### config.mk
export PLATFORM = sky130hd
export DESIGN_NAME = control_module
export DESIGN_NICKNAME = d
export VERILOG_FILES = /design/src/rtl/matrix_pkg.sv /design/src/rtl/cmd_row_loader.sv /design/src/rtl/cmd_pixel_loader.sv /design/src/rtl/cmd_brightness_loader.sv /design/src/rtl/control_module.sv
export VERILOG_INCLUDE_DIRS = /design/src /design/src/include
export SDC_FILE = /design/constraint.sdc
export NUM_CORES = 1
export LEC_CHECK = 0
export ABC_AREA = 0
export BUFFER_PORTS_ARGS = -buffer_cell sky130_fd_sc_hd__buf_2
export CAP_MARGIN = 15
export CORE_MARGIN = 3
export CORE_UTILIZATION = 45
export DETAILED_ROUTE_END_ITERATION = 8
export PLACE_DENSITY = 0.6
export RECOVER_POWER = 50
export SYNTH_ARGS = -nofsm -noshare
export SYNTH_HDL_FRONTEND = slang
export SYNTH_SLANG_ARGS = --single-unit
### constraint.sdc
create_clock -name clk_in -period 3.42 [get_ports clk_in]
set_input_delay 0.171 -clock clk_in [delete_from_list [all_inputs] [get_ports clk_in]]
set_output_delay 0.171 -clock clk_in [all_outputs]
set_load 0.02 [all_outputs]
### src/include/matrix_consts.svh
`ifndef MATRIX_CONSTS_SVH
`define MATRIX_CONSTS_SVH

// panel geometry
`define PIXEL_WIDTH 64   // columns
`define PIXEL_HEIGHT 32  // rows

// two bytes per pixel, 16-bit colour
`define BYTES_PER_PIXEL 2

// brightness planes
// plane 1 sits in the top bit of the enable vector
`define BRIGHTNESS_LEVELS 6

`endif

### src/rtl/matrix_pkg.sv
`include "matrix_consts.svh"

package matrix_pkg;

    typedef logic [7:0] byte_t;
    typedef logic [$clog2(`PIXEL_HEIGHT)-1:0] row_t;
    typedef logic [$clog2(`PIXEL_WIDTH)-1:0] col_t;
    typedef logic [$clog2(`BYTES_PER_PIXEL)-1:0] byte_sel_t;

    // row, then inverted column, then inverted byte select
    typedef logic [$bits(row_t)+$bits(col_t)+$bits(byte_sel_t)-1:0] ram_addr_t;

    typedef logic [`BRIGHTNESS_LEVELS-1:0] bright_t;
    typedef logic [2:0] rgb_t;  // bit 0 red, 1 green, 2 blue

    typedef struct packed {
        logic      we;
        ram_addr_t addr;
        byte_t     data;
    } ram_wr_t;

    typedef enum logic [1:0] {
        cmd_idle,
        cmd_row,
        cmd_pixel,
        cmd_brightness
    } cmd_state_t;

endpackage

### src/rtl/cmd_row_loader.sv
`timescale 1ns/1ns
`include "matrix_consts.svh"

module cmd_row_loader
    import matrix_pkg::*;
(
    input  logic    clk_in,
    input  logic    reset,
    input  logic    enable,
    input  byte_t   rx_data,
    input  logic    rx_valid,
    output ram_wr_t ram_wr,
    output logic    done
);
    localparam int ROW_BYTES = `PIXEL_WIDTH * `BYTES_PER_PIXEL;
    localparam int POS_W = $bits(col_t) + $bits(byte_sel_t);

    logic             have_row;
    row_t             row;
    logic [POS_W-1:0] pos;     // {column, byte select}
    logic             accept;

    // strobe arriving with done is the next command, not ours
    assign accept = enable && rx_valid && !done;

    always_ff @(posedge clk_in) begin
        if (reset) begin
            have_row  <= 1'b0;
            pos       <= '0;
            done      <= 1'b0;
            ram_wr.we <= 1'b0;
        end else begin
            ram_wr.we <= 1'b0;
            done      <= 1'b0;
            if (accept) begin
                if (!have_row) begin
                    row      <= rx_data[$bits(row_t)-1:0];
                    have_row <= 1'b1;
                end else begin
                    ram_wr.we   <= 1'b1;
                    ram_wr.addr <= {row, ~pos};  // inverted col and byte order
                    ram_wr.data <= rx_data;
                    if (pos == POS_W'(ROW_BYTES - 1)) begin
                        pos      <= '0;
                        have_row <= 1'b0;
                        done     <= 1'b1;
                    end else begin
                        pos <= pos + 1'b1;
                    end
                end
            end
        end
    end

endmodule

### src/rtl/cmd_pixel_loader.sv
`timescale 1ns/1ns
`include "matrix_consts.svh"

module cmd_pixel_loader
    import matrix_pkg::*;
(
    input  logic    clk_in,
    input  logic    reset,
    input  logic    enable,
    input  byte_t   rx_data,
    input  logic    rx_valid,
    output ram_wr_t ram_wr,
    output logic    done
);
    // row byte, column byte, then the pixel bytes
    localparam int STEPS = `BYTES_PER_PIXEL + 2;
    localparam int STEP_W = $clog2(STEPS);

    logic [STEP_W-1:0] step;
    row_t              row;
    col_t              col;
    byte_sel_t         sel;
    logic              accept;

    assign sel = byte_sel_t'(step - STEP_W'(2));
    assign accept = enable && rx_valid && !done;

    always_ff @(posedge clk_in) begin
        if (reset) begin
            step      <= '0;
            done      <= 1'b0;
            ram_wr.we <= 1'b0;
        end else begin
            ram_wr.we <= 1'b0;
            done      <= 1'b0;
            if (accept) begin
                if (step == STEP_W'(0)) begin
                    row <= rx_data[$bits(row_t)-1:0];
                end else if (step == STEP_W'(1)) begin
                    col <= rx_data[$bits(col_t)-1:0];
                end else begin
                    ram_wr.we   <= 1'b1;
                    ram_wr.addr <= {row, ~col, ~sel};
                    ram_wr.data <= rx_data;
                end
                if (step == STEP_W'(STEPS - 1)) begin
                    step <= '0;
                    done <= 1'b1;
                end else begin
                    step <= step + 1'b1;
                end
            end
        end
    end

endmodule

### src/rtl/cmd_brightness_loader.sv
`timescale 1ns/1ns

module cmd_brightness_loader
    import matrix_pkg::*;
(
    input  logic    clk_in,
    input  logic    reset,
    input  logic    enable,
    input  byte_t   rx_data,
    input  logic    rx_valid,
    output bright_t value,
    output logic    load,
    output logic    done
);

    always_ff @(posedge clk_in) begin
        if (reset) begin
            load <= 1'b0;
            done <= 1'b0;
        end else begin
            load <= 1'b0;
            done <= 1'b0;
            // single byte command, so done goes out with the load
            if (enable && rx_valid && !done) begin
                value <= rx_data[$bits(bright_t)-1:0];
                load  <= 1'b1;
                done  <= 1'b1;
            end
        end
    end

endmodule

### src/rtl/control_module.sv
`timescale 1ns/1ns
`include "matrix_consts.svh"

module control_module
    import matrix_pkg::*;
(
    input  logic    clk_in,
    input  logic    reset,
    input  byte_t   rx_data,
    input  logic    rx_valid,
    output rgb_t    rgb_enable,
    output bright_t brightness_enable,
    output ram_wr_t ram_wr
);
    cmd_state_t state;
    cmd_state_t next_state;
    rgb_t       next_rgb;
    bright_t    next_bright;

    ram_wr_t row_wr;
    ram_wr_t pix_wr;
    logic    row_done;
    logic    pix_done;
    logic    bri_done;
    logic    bri_load;
    bright_t bri_value;
    logic    loader_done;
    int      plane;

    assign plane = int'(rx_data) - int'("0");

    cmd_row_loader u_row (
        .clk_in   (clk_in),
        .reset    (reset),
        .enable   (state == cmd_row),
        .rx_data  (rx_data),
        .rx_valid (rx_valid),
        .ram_wr   (row_wr),
        .done     (row_done)
    );

    cmd_pixel_loader u_pixel (
        .clk_in   (clk_in),
        .reset    (reset),
        .enable   (state == cmd_pixel),
        .rx_data  (rx_data),
        .rx_valid (rx_valid),
        .ram_wr   (pix_wr),
        .done     (pix_done)
    );

    cmd_brightness_loader u_bright (
        .clk_in   (clk_in),
        .reset    (reset),
        .enable   (state == cmd_brightness),
        .rx_data  (rx_data),
        .rx_valid (rx_valid),
        .value    (bri_value),
        .load     (bri_load),
        .done     (bri_done)
    );

    // active loader owns the RAM write path
    always_comb begin
        ram_wr = '0;
        loader_done = 1'b0;
        case (state)
            cmd_row: begin
                ram_wr = row_wr;
                loader_done = row_done;
            end
            cmd_pixel: begin
                ram_wr = pix_wr;
                loader_done = pix_done;
            end
            cmd_brightness: loader_done = bri_done;
            default: ;
        endcase
    end

    always_comb begin
        next_state = loader_done ? cmd_idle : state;
        next_rgb = rgb_enable;
        next_bright = bri_load ? bri_value : brightness_enable;
        // a byte in the done cycle is already the next command
        if (rx_valid && (state == cmd_idle || loader_done)) begin
            case (rx_data)
                "R": next_rgb[0] = 1'b1;
                "r": next_rgb[0] = 1'b0;
                "G": next_rgb[1] = 1'b1;
                "g": next_rgb[1] = 1'b0;
                "B": next_rgb[2] = 1'b1;
                "b": next_rgb[2] = 1'b0;
                "1", "2", "3", "4", "5", "6": begin
                    // plane n is bit LEVELS-n
                    next_bright[`BRIGHTNESS_LEVELS - plane] =
                        ~next_bright[`BRIGHTNESS_LEVELS - plane];
                end
                "0": next_bright = '0;
                "9": next_bright = '1;
                "T": next_state = cmd_brightness;
                "L": next_state = cmd_row;
                "P": next_state = cmd_pixel;
                default: ;  // unknown bytes dropped
            endcase
        end
    end

    always_ff @(posedge clk_in) begin
        if (reset) begin
            state             <= cmd_idle;
            rgb_enable        <= '1;
            brightness_enable <= '1;
        end else begin
            state             <= next_state;
            rgb_enable        <= next_rgb;
            brightness_enable <= next_bright;
        end
    end

endmodule

==> qor.csv <==
stage;metric;value;unit
clock_network;cts.clk_slew.worst_paths;0.10;ns
final_layout;antenna_cells;0;
run_status;outcome;completed;
drt;vias;2793;
timing;grt_setup_unrepaired;no;
logic_synthesis;yosys_warnings;0;
floorplanning;coreArea;0.00881;sq mm
logic_synthesis;syn_nets;379;
pwr;powerDensity;438;mW/mm^2
worst_setup_path;arrival;3.11;ns
floorplanning;ios;41;
timing;setup_violations;0;
place;dpl.cell_count;489;
clock_network;cts_setup_buffers;0;
place;dp_hpwl;5.87;mm
logic_synthesis;synth-seq-area-share;0.580;
timing;slew_violations;0;
logic_synthesis;syn_inst;349;
global_routing;grt_pass1_wl;13.7;mm
pwr;irDropWorstVdd;0.222;mV
floorplanning;dieArea;0.0103;sq mm
drt;drt_iter0_markers;125;
clock_network;clock_latency;0.35;ns
final_layout;drive_above_1_share;0.128;
timing;tns;0;ns
worst_setup_path;crit_fanout;22;
timing;fin_worst_skew;0.0216;ns
timing;max_freq;347;MHz
floorplanning;die_w;101;um
worst_setup_path;critPathLaunchType;register;
global_routing;track_usage;0.174;
floorplanning;initial_utilization;0.466;
timing;slew_headroom;0.263;
pwr;power;2.03;mW
drt;routed_via_density;5.53;
global_routing;gr-total-overflow;0;
final_layout;nNetsFinal;422;
worst_setup_path;regToRegStartpoint;state[1]$_SDFF_PP0_;
global_routing;grt_max_degree;23;
job;maxCapViolations;0;
timing;min_period_over_period;0.842;
logic_synthesis;avgSynthCellArea;11.8;sq um
logic_synthesis;netlist_area;0.00410;sq mm
drt;dr.pass1.iters;4;
clock_network;cts.repair.resized;0;
logic_synthesis;synth_edf_count;62;
logic_synthesis;ys.flop_type;edfxtp_1;
clock_network;numCtsBuffers;9;
final_layout;syn2layout_area_growth;12.8;%
worst_setup_path;rr_worst_depth;9;
timing;hold_violations;0;
floorplanning;num_rows;34;
clock_network;cts_tree;yes;
floorplanning;die_y;101;um
worst_hold_path;hold_path.class;in -> reg;
timing;max_slew.worst_pin.slew;1.11;ns
logic_synthesis;ys_seq_elements;88;
drt;drc;0;
drt;post_drt_wl_per_cell;16.8;um
worst_setup_path;critical_path_class;reg -> reg;
final_layout;stdcell_count;505;
logic_synthesis;synthDistinctLibCells;49;
pwr;p_leak;1.56;nW
global_routing;antenna_found_initial;0;
drt;final_antenna_net_count;0;
worst_hold_path;holdPathStages;3;
timing;post-route-min-period;2.88;ns
worst_hold_path;hp-start;rx_valid;
clock_network;cts-root-buf;clkbuf_8;
drt;drt_wl_total;8.51;mm
clock_network;cts_hold_buf;0;
place;portBuffers;40;
worst_setup_path;worst_setup_path_end_kind;register;
worst_setup_path;cp-startpoint;state[1]$_SDFF_PP0_;
clock_network;cts_num_sinks;88;
worst_setup_path;cp_data_required_time;3.65;ns
final_layout;fin_util;0.526;
clock_network;cts_buffer_depth;2;
clock_network;h-tree-depth;3;
final_layout;nFillCells;791;
logic_synthesis;synthArstFlopShare;0;
global_routing;grt_pass1_vias;2718;
place;gp_congestion;0.795;
## layer usage
metal	vias up	share of wire	GRT usage	wire length (um)
li1	1371	-	-	-
met1	1344	0.46	0.228	3880
met2	66	0.49	0.296	4190
met3	12	0.037	0.0255	314
met4	0	0.014	0.0624	121
met5	-	0	0	0
## report_power, final
part	internal [mW]	switching (mW)
combinational	0.0292	0.0661
clock	0.421	0.380
sequential	1.13	0.000990
total	1.58	0.447
## Yosys cell counts, types with 3 or more instances
cell	n	area [sq um]
a21o_1	5	37.5
a21oi_1	12	60.1
a22oi_1	21	158
and3_1	4	25.0
clkbuf_1	12	45.0
dfxtp_1	26	521
edfxtp_1	62	1860
ha_1	19	238
inv_1	25	93.8
mux2_2	3	33.8
mux2i_1	4	40.0
nand2_1	20	75.1
nand2b_1	4	25.0
nand3_1	10	50.1
nand4_1	3	18.8
nor2_1	17	63.8
nor2b_1	28	175
nor3_1	9	45.0
nor3b_1	5	37.5
nor4_1	5	31.3
o31a_1	3	26.3
or3_1	5	31.3
or4_1	4	30.0
xnor2_1	8	70.1
## kinds of logic (layout without fill, tap and decap cells)
family,Yosys count,after routing,synth area share
xor+xnor,10,10,0.0213
compound gates,61,61,0.110
simple gates,122,122,0.164
flops,88,88,0.580
buf+inv,40,88,0.0372
fa+ha+maj,19,19,0.0579
mux,9,9,0.0290
## final timing paths
kind | slack (ns) | to
max | 0.54 | u_row.pos[5]$_SDFFE_PP0P_
min | 0.16 | u_row.have_row$_SDFFE_PP0P_
max reg2reg | 0.54 | u_row.pos[5]$_SDFFE_PP0P_
min reg2reg | 0.41 | u_pixel.ram_wr[16]$_DFFE_PP_
## cell usage in the layout, fill, tap and decap left out, drive strengths merged, types with 5 or more instances in the layout
master	instances
edfxtp	62
nor3b	5
ha	19
nor3	9
buf	27
clkbuf	29
xnor2	8
nor4	5
dfxtp	26
nor2	17
a22oi	21
nor2b	28
a21o	5
a21oi	12
nand2	20
or3	5
inv	28
nand3	10
## area by class of cell
class | instances | area [sq um] | share of cell area
clock inverters | 7 | 101 | 0.0219
multi-input cells | 221 | 1570 | 0.340
inverters | 25 | 93.8 | 0.0203
well taps | 108 | 135 | 0.0292
repair buffers | 47 | 220 | 0.0476
clock buffers | 9 | 124 | 0.0267
flip-flops and latches | 88 | 2380 | 0.514
## flip-flops by register name, indices dropped and copies added, names as in the netlist
signal	cells
state	2
u_pixel.done	1
u_row.ram_wr	21
u_row.row	5
u_pixel.ram_wr	21
u_bright.load	1
u_pixel.row	5
u_row.done	1
u_pixel.col	6
brightness_enable	6
rgb_enable	3
u_pixel.step	2
u_bright.value	6
u_row.have_row	1
u_row.pos	7
## through the flow
step	cell area, sq um	hold slack (ns)	setup slack [ns]
after global routing	4630	0.165	0.223
after global placement	4440	0.402	0.655
after floorplan	4100	0.249	0.645
after CTS	4660	0.110	0.618
final	4630	0.164	0.541
after detailed placement	4440	0.405	0.615
## critical path, cell delays in order, from the launching register on
cell      delay [ns]
dfxtp_1         0.35
inv_1           0.10
ha_1            0.18
clkbuf_1        0.81
nor2b_1         0.31
nand3_1         0.21
nor4_1          0.44
nand3_1         0.16
xnor2_1         0.17
nor2_1          0.05
Power figures use the tool's default switching activity.
